<file path="config.mk">
export PLATFORM = sky130hd
export DESIGN_NAME = i_cache
export DESIGN_NICKNAME = d
export VERILOG_FILES = /design/src/fetch_pkg.sv /design/src/i_cache.sv
export SDC_FILE = /design/constraint.sdc
export NUM_CORES = 1
export LEC_CHECK = 0
export BUFFER_PORTS_ARGS = -buffer_cell sky130_fd_sc_hd__buf_2
export CELL_PAD_IN_SITES_DETAIL_PLACEMENT = 0
export CELL_PAD_IN_SITES_GLOBAL_PLACEMENT = 2
export CORE_ASPECT_RATIO = 0.9
export CORE_MARGIN = 1
export CORE_UTILIZATION = 34
export CTS_CLUSTER_DIAMETER = 40
export DETAILED_ROUTE_END_ITERATION = 10
export PLACE_DENSITY_LB_ADDON = 0.25
export SLEW_MARGIN = 20
export SYNTH_ARGS = -nofsm -noshare
export SYNTH_HDL_FRONTEND = slang
export SYNTH_SLANG_ARGS = --single-unit
</file>
<file path="constraint.sdc">
create_clock -name clk -period 6 [get_ports clk]
set_clock_uncertainty 0.05 [all_clocks]
set_input_delay 1.8 -clock clk [delete_from_list [all_inputs] [get_ports clk]]
set_output_delay 1.8 -clock clk [all_outputs]
set_load 0.005 [all_outputs]
</file>
<file path="src/fetch_pkg.sv">
package fetch_pkg;

    // Instruction and data words are 32 bits wide.
    typedef logic [31:0] word_t;

    // Word address, split by the cache into index and tag.
    typedef logic [15:0] addr_t;

    // Cache controller states.
    typedef enum logic [1:0] {
        st_idle,
        st_compare,
        st_allocate
    } cache_state_t;

endpackage

</file>
<file path="src/i_cache.sv">
`timescale 1ns/1ps

module i_cache #(
    parameter int INDEX_BITS = 4
) (
    input  logic             clk,
    input  logic             rst,
    input  logic             cpu_req_valid,
    input  fetch_pkg::addr_t cpu_req_addr,
    input  logic             flush,
    input  logic             mem_req_ready,
    input  fetch_pkg::word_t mem_req_data,
    output logic             cpu_req_ready,
    output fetch_pkg::word_t cpu_req_data,
    output logic             mem_req_valid,
    output fetch_pkg::addr_t mem_req_addr
);
    import fetch_pkg::*;

    localparam int LINES    = 1 << INDEX_BITS;
    localparam int TAG_BITS = $bits(addr_t) - INDEX_BITS;

    typedef logic [INDEX_BITS-1:0] index_t;
    typedef logic [TAG_BITS-1:0]   tag_t;

    cache_state_t       state;
    addr_t              req_addr;
    logic [LINES-1:0]   valid_bits;
    tag_t               tag_mem [LINES];
    word_t              data_mem [LINES];
    index_t             req_index;
    tag_t               req_tag;
    logic               hit;

    assign req_index = req_addr[INDEX_BITS-1:0];
    assign req_tag   = req_addr[$bits(addr_t)-1:INDEX_BITS];
    assign hit       = valid_bits[req_index] && (tag_mem[req_index] == req_tag);

    // A fill always targets the latched request address.
    assign mem_req_addr = req_addr;

    always_ff @(posedge clk)
    begin
        if (rst)
        begin
            state         <= st_idle;
            valid_bits    <= '0;
            cpu_req_ready <= 1'b0;
            mem_req_valid <= 1'b0;
        end
        else
        begin
            cpu_req_ready <= 1'b0;
            case (state)
                st_idle:
                begin
                    if (flush)
                        valid_bits <= '0;
                    if (cpu_req_valid)
                        state <= st_compare;
                end
                st_compare:
                begin
                    if (hit)
                    begin
                        cpu_req_ready <= 1'b1;
                        state         <= st_idle;
                    end
                    else
                    begin
                        mem_req_valid <= 1'b1;
                        state         <= st_allocate;
                    end
                end
                // After the fill the controller compares again, which now hits.
                st_allocate:
                begin
                    if (mem_req_ready)
                    begin
                        valid_bits[req_index] <= 1'b1;
                        mem_req_valid         <= 1'b0;
                        state                 <= st_compare;
                    end
                end
                default: state <= st_idle;
            endcase
        end
    end

    always_ff @(posedge clk)
    begin
        if (state == st_idle && cpu_req_valid)
            req_addr <= cpu_req_addr;
        if (state == st_compare && hit)
            cpu_req_data <= data_mem[req_index];
        if (state == st_allocate && mem_req_ready)
        begin
            tag_mem[req_index]  <= req_tag;
            data_mem[req_index] <= mem_req_data;
        end
    end

endmodule

</file>
; ---- Yosys cells after proc, flatten, opt, wreduce, memory -nomap -nowiden
; Memories as Yosys holds them, arrays and structs flattened. A register that Yosys moved wholly into a read port is not among the register bits.
; Cells that the tools add are included.
[op_classes]
order_cmp = 2
eq_ne = 7
mux = 18
n_bitwise = 2
reduce_logical = 12
[op_table]
columns = cell, count
row1 = 16-bit two-way mux, 2
row2 = 16-bit one-hot mux with 2 select lines, 1
row3 = 16-bit OR, 1
row4 = 12-bit equality test, 1
row5 = "2-bit != test, second input constant", 4
row6 = 1-bit two-way mux, 7
row7 = 2-bit two-way mux, 3
row8 = 2-bit one-hot mux with 3 select lines, 1
row9 = 3-bit AND reduction, 2
row10 = 1-bit logical AND, 5
row11 = "4-bit by 5-bit < comparator with 1-bit output, second input constant", 1
row12 = 1-bit binary-select mux with 4-bit select, 1
row13 = 1-bit demux with 4-bit select, 1
row14 = "4-bit by 1-bit greater-or-equal comparator with 1-bit output, second input constant", 1
row15 = 4-bit two-way mux, 1
row16 = 2-bit nonzero test, 2
row17 = "2-bit by 1-bit equality test with 1-bit output, second input constant", 1
row18 = "2-bit equality test, second input constant", 1
row19 = 2-bit zero test, 1
row20 = 1-bit one-hot mux with 2 select lines, 1
row21 = 2-bit AND reduction, 1
row22 = 2-bit OR reduction, 1
row23 = 1-bit NOT, 1
[word_totals]
reg_bits = 36
mem_bits_rw = 704
input_bits = 53
output_inout_bits = 50
word_cells = 48
mem_count = 2
[mem_list]
columns = memory, depth, width, read_ports, rd_ports_with_merged_regs, write_ports, line_no
row1 = data_mem, 16, 32, 1, 1, 1, i_cache.sv:30  ; word_t data_mem [LINES];
row2 = tag_mem, 16, 12, 1, 1, 1, i_cache.sv:29  ; tag_t tag_mem [LINES];

; ---- Longest topological paths before layout
[depth]
ltp_word = 7
depth_mapped = 11
ltp_nobuf = 7

; ---- Least setup slack after synthesis
; No wires, ideal clock.
[synth_path]
kind = input port to flip-flop
startpoint = input mem_req_ready
endpoint = memory data_mem[3][0] (netlist name), enable pin
setup_ns = 0.446
arrival_ns = 4.043
path_slack_ns = 1.461
cell_stages = 3
path_buffers = 0
cell_sequence = and3_1 nand3_1 nor2_1
[synth_via]
elab_chain_len = 3
[synth_rtl]
columns = element, line_no
row1 = from (decl), i_cache.sv:11  ; input logic mem_req_ready,
row2 = 1-bit logical AND, i_cache.sv:96  ; if (state == st_allocate && mem_req_ready)
row3 = 1-bit two-way mux, i_cache.sv:96
row4 = 1-bit two-way mux (not written as such), i_cache.sv:99  ; data_mem[req_index] <= mem_req_data;
row5 = to (decl), i_cache.sv:30
; No other way between the ends.

==> metrics.txt <==
# TYPE chip_impl_metric gauge
chip_impl_info{name="main_combinational_cell_family_by_area_after_synthesis",value="multiplexers"} 1
chip_impl_info{name="worst_r2r_end",value="cpu_req_data[18]$_DFFE_PP_"} 1
chip_impl_info{name="synthDominantAreaCellType",value="sky130_fd_sc_hd__edfxtp_1"} 1
chip_impl_metric{name="synth.cell_area",unit="um^2"} 29300
chip_impl_metric{name="initial_core_util",unit=""} 0.345
chip_impl_metric{name="fill_cell_total_of_the_finished_layout",unit=""} 7415
chip_impl_metric{name="io_pins",unit=""} 103
chip_impl_metric{name="cap_viol_max_count",unit=""} 0
chip_impl_metric{name="first_global_vias",unit=""} 14600
chip_impl_metric{name="fmaxAchievable",unit="MHz"} 239
chip_impl_metric{name="clk_path_buf_depth",unit=""} 3
chip_impl_info{name="cp-end-kind",value="flop"} 1
chip_impl_metric{name="irDropWorstVdd",unit="mV"} 0.237
chip_impl_metric{name="post_cts_resize_count",unit=""} 0
chip_impl_info{name="yosysMostFrequentCell",value="sky130_fd_sc_hd__edfxtp_1"} 1
chip_impl_metric{name="row_count",unit=""} 101
chip_impl_metric{name="postRouteAntennaNets",unit=""} 0
chip_impl_metric{name="fp.dieW",unit="um"} 311
chip_impl_metric{name="async_reset_ff_frac",unit=""} 0
chip_impl_metric{name="synth_compound_area_frac",unit=""} 0.0188
chip_impl_info{name="ys_top_cells_by_area",value="sky130_fd_sc_hd__edfxtp_1 (77%), sky130_fd_sc_hd__mux4_2 (14%), sky130_fd_sc_hd__dfxtp_1 (1.6%)"} 1
chip_impl_metric{name="avgViaCountPerCell",unit=""} 4.99
chip_impl_metric{name="yosys-mux-area-fraction",unit=""} 0.165
chip_impl_metric{name="timing_worst_slew_pin_value",unit="ns"} 0.952
chip_impl_metric{name="adder_and_majority_gate_portion_of_the_synthesized_area",unit=""} 0
chip_impl_metric{name="detailed_place_hpwl",unit="um"} 37000
chip_impl_metric{name="finalSetupViolCount",unit=""} 0
chip_impl_metric{name="cts-htree-levels",unit=""} 3
chip_impl_metric{name="reg2reg_depth",unit=""} 9
chip_impl_metric{name="design_power_total",unit="W"} 0.0131
chip_impl_metric{name="finalCritPeriodShare",unit=""} 0.698
chip_impl_metric{name="slew_viols_final",unit=""} 0
chip_impl_metric{name="drive_gt1_frac",unit=""} 0.351
chip_impl_metric{name="yosys.area_share.xor_xnor",unit=""} 0.00329
chip_impl_metric{name="grt_max_degree",unit=""} 74
chip_impl_metric{name="design.die.area",unit="um^2"} 87300
chip_impl_metric{name="core_area",unit="um^2"} 84800
chip_impl_metric{name="finalWeightedCongestion",unit=""} 0.722
chip_impl_metric{name="critical_path_required",unit="ns"} 6.24
chip_impl_info{name="worstPathCellList",value="buf_4, mux2i_1, a22o_1, a221oi_1, xor2_1, or4_1, a2111o_1, nor2_4, buf_4"} 1
chip_impl_info{name="critical-path-top-cell-by-count",value="sky130_fd_sc_hd__buf_4"} 1
chip_impl_metric{name="worst_path_largest_cell_delay",unit="ns"} 0.94
chip_impl_metric{name="syn_area_per_cell",unit="um^2"} 23.4
chip_impl_metric{name="antenna-diode-count",unit=""} 0
chip_impl_metric{name="timing.final.hold_violations",unit=""} 0
chip_impl_metric{name="synth.lib_cells_used.distinct",unit=""} 51
chip_impl_info{name="netlist_top_cells_count",value="sky130_fd_sc_hd__edfxtp_1 (752), sky130_fd_sc_hd__mux4_2 (182), sky130_fd_sc_hd__mux2i_1 (47)"} 1
chip_impl_metric{name="synth-edff-count",unit=""} 752
chip_impl_info{name="cpMaxStageDelayCell",value="sky130_fd_sc_hd__dfxtp_4"} 1
chip_impl_metric{name="cp_data_arrival_time",unit="ns"} 4.43
chip_impl_info{name="cts.root.buffer_cell",value="sky130_fd_sc_hd__clkbuf_16"} 1
chip_impl_metric{name="slew_headroom",unit=""} 0.365
chip_impl_metric{name="leakage",unit="nW"} 11.2
chip_impl_metric{name="yosys_warning_count",unit=""} 0
chip_impl_metric{name="reg2reg_slack",unit="ns"} 1.81
chip_impl_metric{name="min_period",unit="ns"} 4.19
chip_impl_metric{name="drt_pre_antenna_iters",unit=""} 5
chip_impl_metric{name="drt-wirelength-per-cell",unit="um"} 25.5
chip_impl_metric{name="timing.critical_path.fanout_max",unit=""} 51
chip_impl_metric{name="fin_tns_setup",unit="ns"} 0
chip_impl_metric{name="clkTransAtPathRegs",unit="ns"} 0.06
chip_impl_metric{name="cts.repair_timing.setup_buffer_count",unit=""} 0
chip_impl_metric{name="overflow",unit=""} 0
chip_impl_info{name="worstHoldPathType",value="reg2reg"} 1
chip_impl_metric{name="cts.sink_count",unit=""} 776
chip_impl_metric{name="vias",unit=""} 13300
chip_impl_metric{name="syn-num-nets",unit=""} 1306
chip_impl_metric{name="fin_nets",unit=""} 1496
chip_impl_metric{name="post-route-drc-count",unit=""} 0
chip_impl_info{name="tritoncts_clock_tree",value="done"} 1
chip_impl_metric{name="synth_simple_gate_area_share",unit=""} 0.0149
chip_impl_metric{name="multi_input_comb_area",unit="um^2"} 6050
chip_impl_metric{name="drt_iter0_markers",unit=""} 855
chip_impl_metric{name="sequential_cell_area",unit="um^2"} 23100
chip_impl_info{name="whs_endpoint",value="valid_bits[9]$_SDFFE_PP0P_"} 1
chip_impl_metric{name="area_overhead_vs_synth",unit="%"} 20.4
chip_impl_metric{name="power-per-cell-area",unit="nW/um^2"} 371
chip_impl_metric{name="postSynthRegisterBits",unit=""} 776
chip_impl_info{name="criticalPathCategory",value="reg2reg"} 1
chip_impl_metric{name="global_route_wire_length_before_repair",unit="um"} 101000
chip_impl_metric{name="synth_sequential_area_ratio",unit=""} 0.788
chip_impl_metric{name="place.port_buffers",unit=""} 102
chip_impl_metric{name="min_delay_path_depth",unit=""} 1
chip_impl_metric{name="die_span_in_y",unit="um"} 280
chip_impl_metric{name="synthCells",unit=""} 1253
chip_impl_info{name="outcome",value="finished, final reports clean"} 1
chip_impl_metric{name="number_of_antenna_violations_at_the_first_check_in_global_routing",unit=""} 5
chip_impl_info{name="startpoint_type",value="flop"} 1
chip_impl_metric{name="tritoncts.num_buffers",unit=""} 110
chip_impl_metric{name="clkLatencyLatePin",unit="ns"} 0.67
chip_impl_metric{name="yosysTopAreaCellShare",unit=""} 0.771
chip_impl_info{name="min_from",value="valid_bits[9]$_SDFFE_PP0P_"} 1
chip_impl_info{name="yosys_most_used_dff",value="sky130_fd_sc_hd__edfxtp_1"} 1
chip_impl_metric{name="cts_hold_buf",unit=""} 0
chip_impl_metric{name="wl",unit="um"} 68100
chip_impl_metric{name="globalRouteTotalUtil",unit=""} 0.160
chip_impl_info{name="rsz_0062_raised_after_global_routing",value="no"} 1
worst max-delay path: cells and delay by family, from the launching register on:
kind	cells	cell delay (ns)
AOI/OAI and AO/OA	3	0.99
DFF	1	0.94
buffers and inverters	2	0.86
and+or+nand+nor	2	0.64
xor gates and xnor gates	1	0.13
muxes	1	0.09
where the power goes:
part	switching [W]	internal [W]	total, W
Sequential	0.0000690	0.00598	0.00605
Clock	0.00251	0.00395	0.00646
Combinational	0.000292	0.000265	0.000557
state kept, by name, indices dropped and copies added (netlist names), named ones only:
| name | flops |
|---|---|
| cpu_req_data | 32 |
| data_mem | 512 |
| valid_bits | 16 |
| state | 2 |
| mem_req_addr | 16 |
| tag_mem | 192 |
| mem_req_valid | 1 |
| cpu_req_ready | 1 |
final cells by class:
type,instances,share of cell area
Inverter,2,0.000213
Clock inverter,86,0.0264
Multi-Input combinational cell,413,0.172
Clock buffer,123,0.0807
Sequential cell,776,0.654
Timing Repair Buffer,140,0.0266
Tap cell,1133,0.0402
metrics by stage:
stage	cell area, um^2	cells	utilization	hold WS [ns]	worst slack, ns
6_report	35300	2673	0.416	0.412	1.81
5_1_grt	35300	2673	0.416	0.434	1.58
4_1_cts	35300	2673	0.416	0.417	1.72
3_5_place_dp	31500	2464	0.371	0.404	1.73
3_3_place_gp	31500	2464	0.371	0.393	1.69
2_1_floorplan	29300	1253	-	0.385	1.46
cell families (layout without fill, tap and decap cells):
kind of cell,after synthesis,after routing
DFF,776,776
muxes,245,245
and+or+nand+nor,88,88
AOI/OAI and AO/OA,69,69
buffers and inverters,64,351
xor gates and xnor gates,11,11
worst max-delay path by stage:
stage	slack (ns)	cells past startpoint	to
2_1_floorplan	1.46	3	data_mem[3][0]$_DFFE_PP_
3_3_place_gp	1.69	9	cpu_req_data[18]$_DFFE_PP_
3_5_place_dp	1.73	9	cpu_req_data[18]$_DFFE_PP_
4_1_cts	1.72	9	cpu_req_data[18]$_DFFE_PP_
5_1_grt	1.58	9	cpu_req_data[18]$_DFFE_PP_
6_report	1.81	9	cpu_req_data[18]$_DFFE_PP_
layer usage:
metal  routed length, um  global-route usage  share of wire  vias to the layer above
li1                    -                   -              -                     5771
met1               30300               0.215           0.45                     7144
met2               33200               0.261           0.49                      316
met3                3050              0.0316          0.045                      103
met4                1480              0.0489          0.022                        4
met5                  29                   0        0.00043                        -
cell usage in the layout (no fill, tap or decap), types with 3 or more instances in the layout:
cell                         count
sky130_fd_sc_hd__edfxtp_1      752
sky130_fd_sc_hd__mux4_2        182
sky130_fd_sc_hd__clkbuf_16     112
sky130_fd_sc_hd__buf_2         102
sky130_fd_sc_hd__mux2i_1        47
sky130_fd_sc_hd__buf_4          26
sky130_fd_sc_hd__nor2_1         22
sky130_fd_sc_hd__dfxtp_1        22
sky130_fd_sc_hd__nor2_4         17
sky130_fd_sc_hd__o21a_1         16
sky130_fd_sc_hd__inv_6          16
sky130_fd_sc_hd__clkinvlp_4     16
sky130_fd_sc_hd__clkinv_1       15
sky130_fd_sc_hd__clkinv_4       13
sky130_fd_sc_hd__a22o_1         11
sky130_fd_sc_hd__bufinv_16      11
sky130_fd_sc_hd__clkbuf_1       11
sky130_fd_sc_hd__buf_12         11
sky130_fd_sc_hd__mux2_2         10
sky130_fd_sc_hd__nand2_1         9
sky130_fd_sc_hd__nor2b_1         9
sky130_fd_sc_hd__a22oi_1         8
sky130_fd_sc_hd__clkinv_2        8
sky130_fd_sc_hd__a221oi_1        7
sky130_fd_sc_hd__nand3_1         6
sky130_fd_sc_hd__xnor2_1         6
sky130_fd_sc_hd__mux4_1          6
sky130_fd_sc_hd__nand2b_1        5
sky130_fd_sc_hd__xor2_1          5
sky130_fd_sc_hd__a211oi_1        4
sky130_fd_sc_hd__o21ai_0         4
sky130_fd_sc_hd__o22ai_1         3
sky130_fd_sc_hd__or4_1           3
sky130_fd_sc_hd__or3_1           3
sky130_fd_sc_hd__clkinv_8        3
(Power assumes the default switching activity.)
