## config.mk

```make
export PLATFORM = sky130hd
export DESIGN_NAME = fetch_unit
export DESIGN_NICKNAME = d
export VERILOG_FILES = /design/src/fetch_pkg.sv /design/src/fetch_unit.sv
export SDC_FILE = /design/constraint.sdc
export NUM_CORES = 1
export LEC_CHECK = 0
export ABC_AREA = 0
export BUFFER_PORTS_ARGS = -buffer_cell sky130_fd_sc_hd__buf_2
export CORE_MARGIN = 3
export CORE_UTILIZATION = 45
export CTS_CLUSTER_SIZE = 14
export DETAILED_ROUTE_END_ITERATION = 6
export PLACE_DENSITY = 0.81
export SLEW_MARGIN = 20
export SYNTH_ARGS = -nofsm -noshare
export SYNTH_HDL_FRONTEND = slang
export SYNTH_SLANG_ARGS = --single-unit
```

## constraint.sdc

```tcl
create_clock -name clk -period 1.85 [get_ports clk]
set_input_delay 0.185 -clock clk [delete_from_list [all_inputs] [get_ports clk]]
set_output_delay 0.185 -clock clk [all_outputs]
set_load 0.05 [all_outputs]
```

## src/fetch_pkg.sv

```systemverilog
package fetch_pkg;

    // Instruction and data words are 32 bits wide.
    typedef logic [31:0] word_t;

    // Word address, split by the cache into index and tag.
    typedef logic [15:0] addr_t;

    // Cache controller states.
    typedef enum logic [1:0] {
        st_idle,
        st_compare,
        st_allocate
    } cache_state_t;

endpackage

```

## src/fetch_unit.sv

```systemverilog
`timescale 1ns/1ps

module fetch_unit (
    input  logic             clk,
    input  logic             rst,
    input  logic             run,
    input  logic             redirect_valid,
    input  fetch_pkg::addr_t redirect_pc,
    input  logic             cpu_req_ready,
    input  fetch_pkg::word_t cpu_req_data,
    output logic             cpu_req_valid,
    output fetch_pkg::addr_t cpu_req_addr,
    output logic             inst_valid,
    output fetch_pkg::addr_t inst_pc,
    output fetch_pkg::word_t inst_data,
    output logic             busy
);
    import fetch_pkg::*;

    addr_t pc;
    logic  outstanding;
    logic  drop;

    assign cpu_req_valid = run && !outstanding;
    assign cpu_req_addr  = pc;
    assign busy          = outstanding;

    always_ff @(posedge clk)
    begin
        if (rst)
        begin
            pc          <= '0;
            outstanding <= 1'b0;
            drop        <= 1'b0;
            inst_valid  <= 1'b0;
        end
        else
        begin
            // A redirect in the ready cycle still discards the returning word.
            inst_valid <= cpu_req_ready && !drop && !redirect_valid;

            if (cpu_req_ready)
            begin
                outstanding <= 1'b0;
                drop        <= 1'b0;
            end
            else if (cpu_req_valid)
            begin
                outstanding <= 1'b1;
                drop        <= redirect_valid;
            end
            else if (redirect_valid && outstanding)
            begin
                drop <= 1'b1;
            end

            if (redirect_valid)
                pc <= redirect_pc;
            else if (cpu_req_ready && !drop)
                pc <= pc + addr_t'(1);
        end
    end

    // The pc only moves on a kept result, so it still names the word that returns.
    always_ff @(posedge clk)
    begin
        if (cpu_req_ready)
        begin
            inst_pc   <= pc;
            inst_data <= cpu_req_data;
        end
    end

endmodule

```

# [Yosys cells after proc, flatten, opt, wreduce, memory -nomap -nowiden]
# Cells that the tools add are included.
# W data, S select, Z words.
[word_totals] ff_bits=67 latchBits=0 mem_bits_rw=0 romBits=0 inputBits=53 output_inout_bits=67 wordCells=21 mem_count=0
[op_classes] add_sub_neg=1 mul=0 div=0 order_cmp=0 eq_ne=0 n_shift=0 mux=4 bitwise=0 n_reduce_logical=10
[ops] cell="$mux W16" count=2
[ops] cell="$add A16 B1 Y16 const B" count=1
[ops] cell="$logic_and A1 B1 Y1" count=4
[ops] cell="$reduce_bool A2 Y1" count=2
[ops] cell="$logic_not A1 Y1" count=3
[ops] cell="$mux W1" count=2
[ops] cell="$reduce_or A2 Y1" count=1

# [Longest topological paths before layout]
# Gate-level depths: netlist of run 1.
[depth] depth_word=4 mapped_depth=7 mapped_depth_nobuf=5

# [Worst setup path after synthesis of run 1]
# Ideal clock, no wire load.
[synth_timing] path_kind="register to register" start="register pc[2] (netlist: cpu_req_addr[2])" end="register pc[15] (netlist: cpu_req_addr[15])" setup_ps=127 t_arrival_ps=1805 required_ps=1723 path_slack_ps=-82 stages_incl_launch_ff=5 n_path_buf=0 synth_period_minus_slack_ps=1932 path_cell_list="dfxtp_1 nand3_1 nor4_1 mux2i_1 or3_1"
[synth_between] elab_chain_len=3
[synth_lines] element="start: declaration" line_no="fetch_unit.sv:20" rtl="addr_t pc;"
[synth_lines] element="start signal: assignment" line_no="fetch_unit.sv:58" rtl="pc <= redirect_pc;"
[synth_lines] element="start signal: assignment" line_no="fetch_unit.sv:60" rtl="pc <= pc + addr_t'(1);"
[synth_lines] element="$add A16 B1 Y16" line_no="fetch_unit.sv:60"
[synth_lines] element="$mux W16" line_no="fetch_unit.sv:59" rtl="else if (cpu_req_ready && !drop)"
[synth_lines] element="$mux W16" line_no="fetch_unit.sv:57" rtl="if (redirect_valid)"
# Every way passes these cells. The select of a mux whose other input is x is not followed.
# A chain may end at the register's enable or synchronous reset.

# [Final worst setup path of run 1]
[layout_timing] start="register pc[1] (netlist: cpu_req_addr[1])" end="register pc[12] (netlist: cpu_req_addr[12])"
# Same word-level chain as after synthesis.

==> run summary, run 1 <==
DP Cell Count -> 368
# DRC -> 0
Sequential share of power -> 49.7%
Share of the synthesized area in the top cell type -> 57.6%
DR top layer -> met4
Yosys cell types -> 32
Vias in the first global route -> 1,857
Final ANT Viol Nets -> 0
Core Region -> 5240 um^2
RSZ-0062 raised after global routing -> false
CTS tree -> done
Setup violations, final -> 0
Largest net degree at the start of global routing -> 50
Synth Cell Area -> 2500 um^2
DR iter-0 viols -> 79
Worst slew pin tran -> 0.602 ns
Internal power -> 2.49 mW
Peak VDD IR -> 0.522 mV
Sw Pwr -> 1.09 mW
Max-Cap Viols -> 0
Die Ht -> 80.6 um
Final net count -> 363
Area after DPL -> 3220 um^2
Fmax -> 611 MHz
Max-slew headroom -> 59.9%
Arrival time at the worst endpoint -> 1.85 ns
Leakage -> 1.43 nW
Post-cts resize count -> 0
Met3 WL -> 614 um
Worst Setup End Kind -> flop
Met1 Wirelength -> 2280 um
Clock buffer depth -> 2
GRT overflow -> 0
Clk sinks -> 67
EDFF count, synth -> 48
CTS Buf Count -> 9
Hold Path Class -> in -> reg
CP required -> 2.07 ns
Port Buffer Count -> 119
Synthesis-stage register bit count -> 67
Vias per cell -> 4.99
Final Util -> 64.9%
Initial Utilization -> 47.8%
Clk pwr share -> 31.4%
Outcome -> finished clean
Largest cells by area after synthesis -> edfxtp_1 58%, dfxtp_1 15%, xnor2_1 3.9%
Avg Inst Size Synth -> 14.1 um^2
CP startpoint kind -> flop
Register area share after synthesis -> 72.8%
Antenna violations before repair -> 0
Area occupied by multi-input gates -> 621 um^2
Mapped Cells -> 177
Final instance area -> 3400 um^2
Hold Vio Cnt, Final -> 0
Logic pwr share -> 18.9%
Area of all sequential standard cells -> 1830 um^2
Fin Setup TNS -> 0 ns
Reg clk slew, reported paths -> 0.07 ns
Crit-path max FO -> 7
Fin cells -> 384
Total track usage -> 18.5%
Chip width -> 80.6 um
Num rows -> 26
DR WL met2 -> 2770 um
Wire length per cell -> 15.0 um
Clock Skew -> 0.00808 ns
Top_reg_cell synth -> edfxtp_1
Tcrit/Tclk final -> 88.4%
Final WL -> 5760 um
Fill count -> 410
Min Tclk post-route -> 1.64 ns
Post-Syn Nets -> 231
# diodes -> 0
Final GP Congestion -> 0.839
IO Count -> 120
PD cells -> 1050 nW/um^2
Setup Buffers After CTS -> 0
Root buf cell -> clkbuf_8
YS warnings -> 0
Hpwl dp -> 4180 um
Via count -> 1,918
H-tree depth -> 3
Asr flop ratio synth -> 0%
Die area -> 6490 um^2
Synth cell count leaders -> 48 x edfxtp_1, 19 x dfxtp_1, 12 x nand2_1, 12 x nor2_1, 11 x xnor2_1
Length of the first detailed-routing pass in iterations -> 4
Post-CTS Hold Buffers -> 0
Clock Latency Late Sink -> 0.33 ns
Total chip power -> 3.58 mW
Syn-to-layout area delta -> 35.8%
Switching part of the total -> 30.4%
Most instantiated library cell after synthesis -> edfxtp_1
Final Max Tran Viols -> 0
Crit path kind -> reg -> reg
Cell taking the most area after synthesis -> edfxtp_1
Fraction of layout cells with a size suffix above 1 -> 46.5%
Global-route wire length before repair -> 8880 um
[worst max-delay path: stages (launching register included)]
cell and delay, ns:
dfxtp_1 0.47, ha_1 0.26, nand4_1 0.21, nor4_1 0.33
xnor2_1 0.17, o22ai_1 0.09
[flip-flops by register name (all words and copies together) (netlist names)]
name,count
inst_pc,16
cpu_req_addr,16
inst_data,32
inst_valid,1
drop,1
busy,1
[power groups by stage]
stage / clock network (mW) / logic (mW) / registers [mW]
final: 1.13 / 0.677 / 1.78
after global routing: 1.22 / 0.711 / 1.80
after floorplan: 0 / 0.0967 / 2.19
after detailed placement: 0 / 0.680 / 1.81
after global placement: 0 / 0.676 / 1.81
after CTS: 1.16 / 0.682 / 1.78
[worst paths after layout]
path	from	to	slack, ns	cells past startpoint
worst max-delay path	cpu_req_addr[1]$_SDFFE_PP0P_	cpu_req_addr[12]$_SDFFE_PP0P_	0.21	5
worst min-delay path	cpu_req_data[22]	inst_data[22]$_DFFE_PP_	0.03	1
worst max register to register	cpu_req_addr[1]$_SDFFE_PP0P_	cpu_req_addr[12]$_SDFFE_PP0P_	0.21	5
worst min register to register	cpu_req_addr[4]$_SDFFE_PP0P_	inst_pc[4]$_DFFE_PP_	0.51	0
[placed cells by master, fill, tap and decap left out, types with 6 or more instances in the layout]
master | synthesis | layout
buf_2 | 0 | 119
edfxtp_1 | 48 | 48
dfxtp_1 | 19 | 16
nand2_1 | 12 | 12
nor2_1 | 12 | 12
xnor2_1 | 11 | 11
clkbuf_8 | 0 | 9
buf_4 | 0 | 9
o22ai_1 | 7 | 7
and2_1 | 6 | 6
a31oi_1 | 6 | 6
nor3_1 | 6 | 6
[metrics by stage]
| step | setup WS, ns | hold slack, ns |
|---|---|---|
| after global placement | 0.238 | 0.362 |
| final | 0.214 | 0.0297 |
| after CTS | 0.214 | 0.0106 |
| after global routing | 0.0603 | 0.00475 |
| after detailed placement | 0.233 | 0.363 |
| after floorplan | 0.0482 | 0.264 |
[per-layer routing]
metal	vias up	track usage, %
met5	-	0
met4	0	10.5
met3	11	5.49
met2	108	30.5
met1	871	21.4
li1	928	-
[cell families (layout without fill, tap and decap cells)]
group,Yosys count,in the layout,share of synthesized area [%]
AO/OA/AOI/OAI,24,24,6.80
XOR/XNOR,13,13,4.55
adder cells (fa/ha/maj),1,1,0.500
buffers and inverters,12,149,2.40
flip-flops,67,67,72.8
multiplexers,3,3,1.20
AND/OR/NAND/NOR,57,57,11.8
[cell type report]
cell class / instances / share of cell area (%)
Inverter: 5 / 0.552
Sequential cell: 67 / 53.7
Tap cell: 70 / 2.58
Timing Repair Buffer: 128 / 19.5
Clock inverter: 7 / 1.73
Clock buffer: 9 / 3.65
Multi-Input combinational cell: 98 / 18.3
(Power assumes the default switching activity.)
==> run 2, diff against run 1 <==
--- a/config.mk
+++ b/config.mk
@@ -5,13 +5,13 @@
 export SDC_FILE = /design/constraint.sdc
 export NUM_CORES = 1
 export LEC_CHECK = 0
-export ABC_AREA = 0
+export ABC_AREA = 1
 export BUFFER_PORTS_ARGS = -buffer_cell sky130_fd_sc_hd__buf_2
 export CORE_MARGIN = 3
-export CORE_UTILIZATION = 45
+export CORE_UTILIZATION = 46
 export CTS_CLUSTER_SIZE = 14
 export DETAILED_ROUTE_END_ITERATION = 6
-export PLACE_DENSITY = 0.81
+export PLACE_DENSITY = 0.82
 export SLEW_MARGIN = 20
 export SYNTH_ARGS = -nofsm -noshare
 export SYNTH_HDL_FRONTEND = slang
==> run 2 against run 1 <==
Fmax rose by 9.5%. Critical path depth is 3 higher. Clock skew fell by 0.00086 ns. Utilization is 2.1 points higher. Combinational power is 2% lower. Hold slack lost 0.0068 ns. Sequential share of layout area shrank 2.4 points. First-iteration DRC count rose by 76%. Flip-flop and latch count is the same. Worst setup slack better by 0.14 ns. Sequential power barely moved.
==> run summary, run 2 <==
Yosys cell types -> 29
Fmax -> 670 MHz
Fraction of layout cells with a size suffix above 1 -> 41.5%
Fin Setup TNS -> 0 ns
Asr flop ratio synth -> 0%
Setup Buffers After CTS -> 0
Max-Cap Viols -> 0
YS warnings -> 0
Top_reg_cell synth -> edfxtp_1
Avg Inst Size Synth -> 11.1 um^2
Worst path cell trace -> ha_1, nand2_2, nor2_4, nand3_2, nor2_1, nand3_1, nand3_1, nand2_1
Crit path kind -> reg -> reg
Final instance area -> 3550 um^2
Via count -> 2,152
EDFF count, synth -> 48
CTS Buf Count -> 9
Final GP Congestion -> 0.899
Most frequent cells in the layout -> 119 x buf_2, 63 x nand2_1, 48 x edfxtp_1
Worst Hold Launch -> cpu_req_data[16]
Global-route wire length before repair -> 9450 um
Root buf cell -> clkbuf_8
Worst slew pin tran -> 0.383 ns
Share of the synthesized area in the top cell type -> 54.8%
Max-slew headroom -> 74.4%
RR Endpoint -> cpu_req_addr[14]$_SDFFE_PP0P_
Final Max Tran Viols -> 0
Die Ht -> 81.7 um
Worst reg2reg path startpoint -> cpu_req_addr[0]$_SDFFE_PP0P_
Tcrit/Tclk final -> 80.7%
Final WL -> 6430 um
Synth cell count leaders -> 63 x nand2_1, 48 x edfxtp_1, 24 x inv_1
Hold Path Cell Cnt -> 1
Min-Delay Endpoint -> inst_data[16]$_DFFE_PP_
Leakage -> 1.62 nW
Hold Vio Cnt, Final -> 0
Wire length per cell -> 14.6 um
Core Region -> 5300 um^2
Setup ws final -> 0.356 ns
Cell taking the most area after synthesis -> edfxtp_1
Post-Syn Nets -> 291
Vias in the first global route -> 1,946
Critical Path Max Stage Delay -> 0.43 ns
Most frequent CP cell -> nand3_1
Initial Utilization -> 49.6%
Largest cells by area after synthesis -> edfxtp_1 55%, dfxtp_1 14%, nand2_1 9.0%
R2R setup slack -> 0.36 ns
Chip width -> 81.7 um
Syn-to-layout area delta -> 34.9%
Register area share after synthesis -> 69.2%
Die area -> 6670 um^2
CP startpoint kind -> flop
Most instantiated library cell after synthesis -> nand2_1
Worst Setup End Kind -> flop
Clock buffer depth -> 2
Num rows -> 26
Min Tclk post-route -> 1.49 ns
Vias per cell -> 4.90
IO Count -> 120
Mapped Cells -> 237
Crit-path max FO -> 6
Synth Cell Area -> 2630 um^2
Hpwl dp -> 4650 um
Pre-CTS WS -> 0.428 ns
# DRC -> 0
Post-CTS Hold Buffers -> 0
Worst path slowest cell -> dfxtp_1
Top Family by Delay on Critical Path -> simple AND/OR/NAND/NOR gates
Final net count -> 418
Clk sinks -> 67
Antenna violations before repair -> 0
Hold Path Class -> in -> reg
Arrival time at the worst endpoint -> 1.72 ns
Clock Skew -> 0.00722 ns
Most common cell after layout, fill and taps aside -> buf_2
GRT overflow -> 0
Buf+Inv Stages, Crit Path -> 0
CP required -> 2.08 ns
# diodes -> 0
Peak VDD IR -> 0.522 mV
Reg with most FFs -> inst_data
H-tree depth -> 3
CTS tree -> done
Clock Latency Late Sink -> 0.33 ns
Final ANT Viol Nets -> 0
Largest net degree at the start of global routing -> 51
Largest register FFs -> 32
Setup violations, final -> 0
Outcome -> finished clean
Length of the first detailed-routing pass in iterations -> 4
Total track usage -> 19.1%
Reg clk slew, reported paths -> 0.07 ns
Post-cts resize count -> 0
PD cells -> 1090 nW/um^2
Port Buffer Count -> 119
DR iter-0 viols -> 139
Worst R2R Path Depth -> 8
Synthesis-stage register bit count -> 67
Area after DPL -> 3310 um^2
RSZ-0062 raised after global routing -> false
## run 2: routing by layer
layer	GRT usage, %	vias up	part of all wire, %
met1	24.3	979	41
met5	0	-	0
li1	-	1053	-
met4	8.64	0	1.4
met3	4.06	8	10
met2	31.4	112	48
## run 2: cell type report
| class | count | area, um^2 |
|---|---|---|
| timing repair buffer | 120 | 616 |
| inverter | 30 | 115 |
| multi-input combinational | 136 | 671 |
| clock buffer | 9 | 124 |
| fill | 393 | 1750 |
| clock inverter | 7 | 116 |
| sequential | 67 | 1820 |
| tap | 70 | 87.6 |
## run 2: how the worst max path moves through the flow
| stage | slack (ns) | cells after the start | endpoint | start |
|---|---|---|---|---|
| after floorplan | 0.13 | 8 | cpu_req_addr[14]$_SDFFE_PP0P_ | cpu_req_addr[0]$_SDFFE_PP0P_ |
| after global placement | 0.51 | 8 | cpu_req_addr[14]$_SDFFE_PP0P_ | cpu_req_addr[0]$_SDFFE_PP0P_ |
| after detailed placement | 0.43 | 8 | cpu_req_addr[14]$_SDFFE_PP0P_ | cpu_req_addr[0]$_SDFFE_PP0P_ |
| after CTS | 0.36 | 8 | cpu_req_addr[14]$_SDFFE_PP0P_ | cpu_req_addr[0]$_SDFFE_PP0P_ |
| after global routing | 0.26 | 8 | cpu_req_addr[14]$_SDFFE_PP0P_ | cpu_req_addr[0]$_SDFFE_PP0P_ |
| final | 0.36 | 8 | cpu_req_addr[14]$_SDFFE_PP0P_ | cpu_req_addr[0]$_SDFFE_PP0P_ |
## run 2: cells by family (layout without fill, tap and decap cells)
kind of cell | count (synthesis) | count (layout) | share of synthesized area [%]
AOI/OAI and AO/OA | 30 | 30 | 6.42
and+or+nand+nor | 103 | 103 | 17.9
adders and majority gates | 1 | 1 | 0.475
xor gates and xnor gates | 2 | 2 | 0.666
buffers and inverters | 34 | 166 | 5.32
DFF | 67 | 67 | 69.2
## run 2: power breakdown
| group | switching [mW] | internal, mW | total, mW |
|---|---|---|---|
| Combinational | 0.517 | 0.146 | 0.662 |
| Sequential | 0.0548 | 1.72 | 1.78 |
| Clock | 0.555 | 0.893 | 1.45 |
| Total | 1.13 | 2.76 | 3.89 |
## run 2: metrics by stage
step                util [%]  hold WS [ns]  std cells  power, mW
global route            67.0       0.00482        439       4.03
detailed placement      62.4         0.363        423       2.47
floorplan                  -         0.277        237       2.27
finish                  67.0        0.0228        439       3.89
CTS                     67.0        0.0122        439       3.91
global placement        62.4         0.362        423       2.46
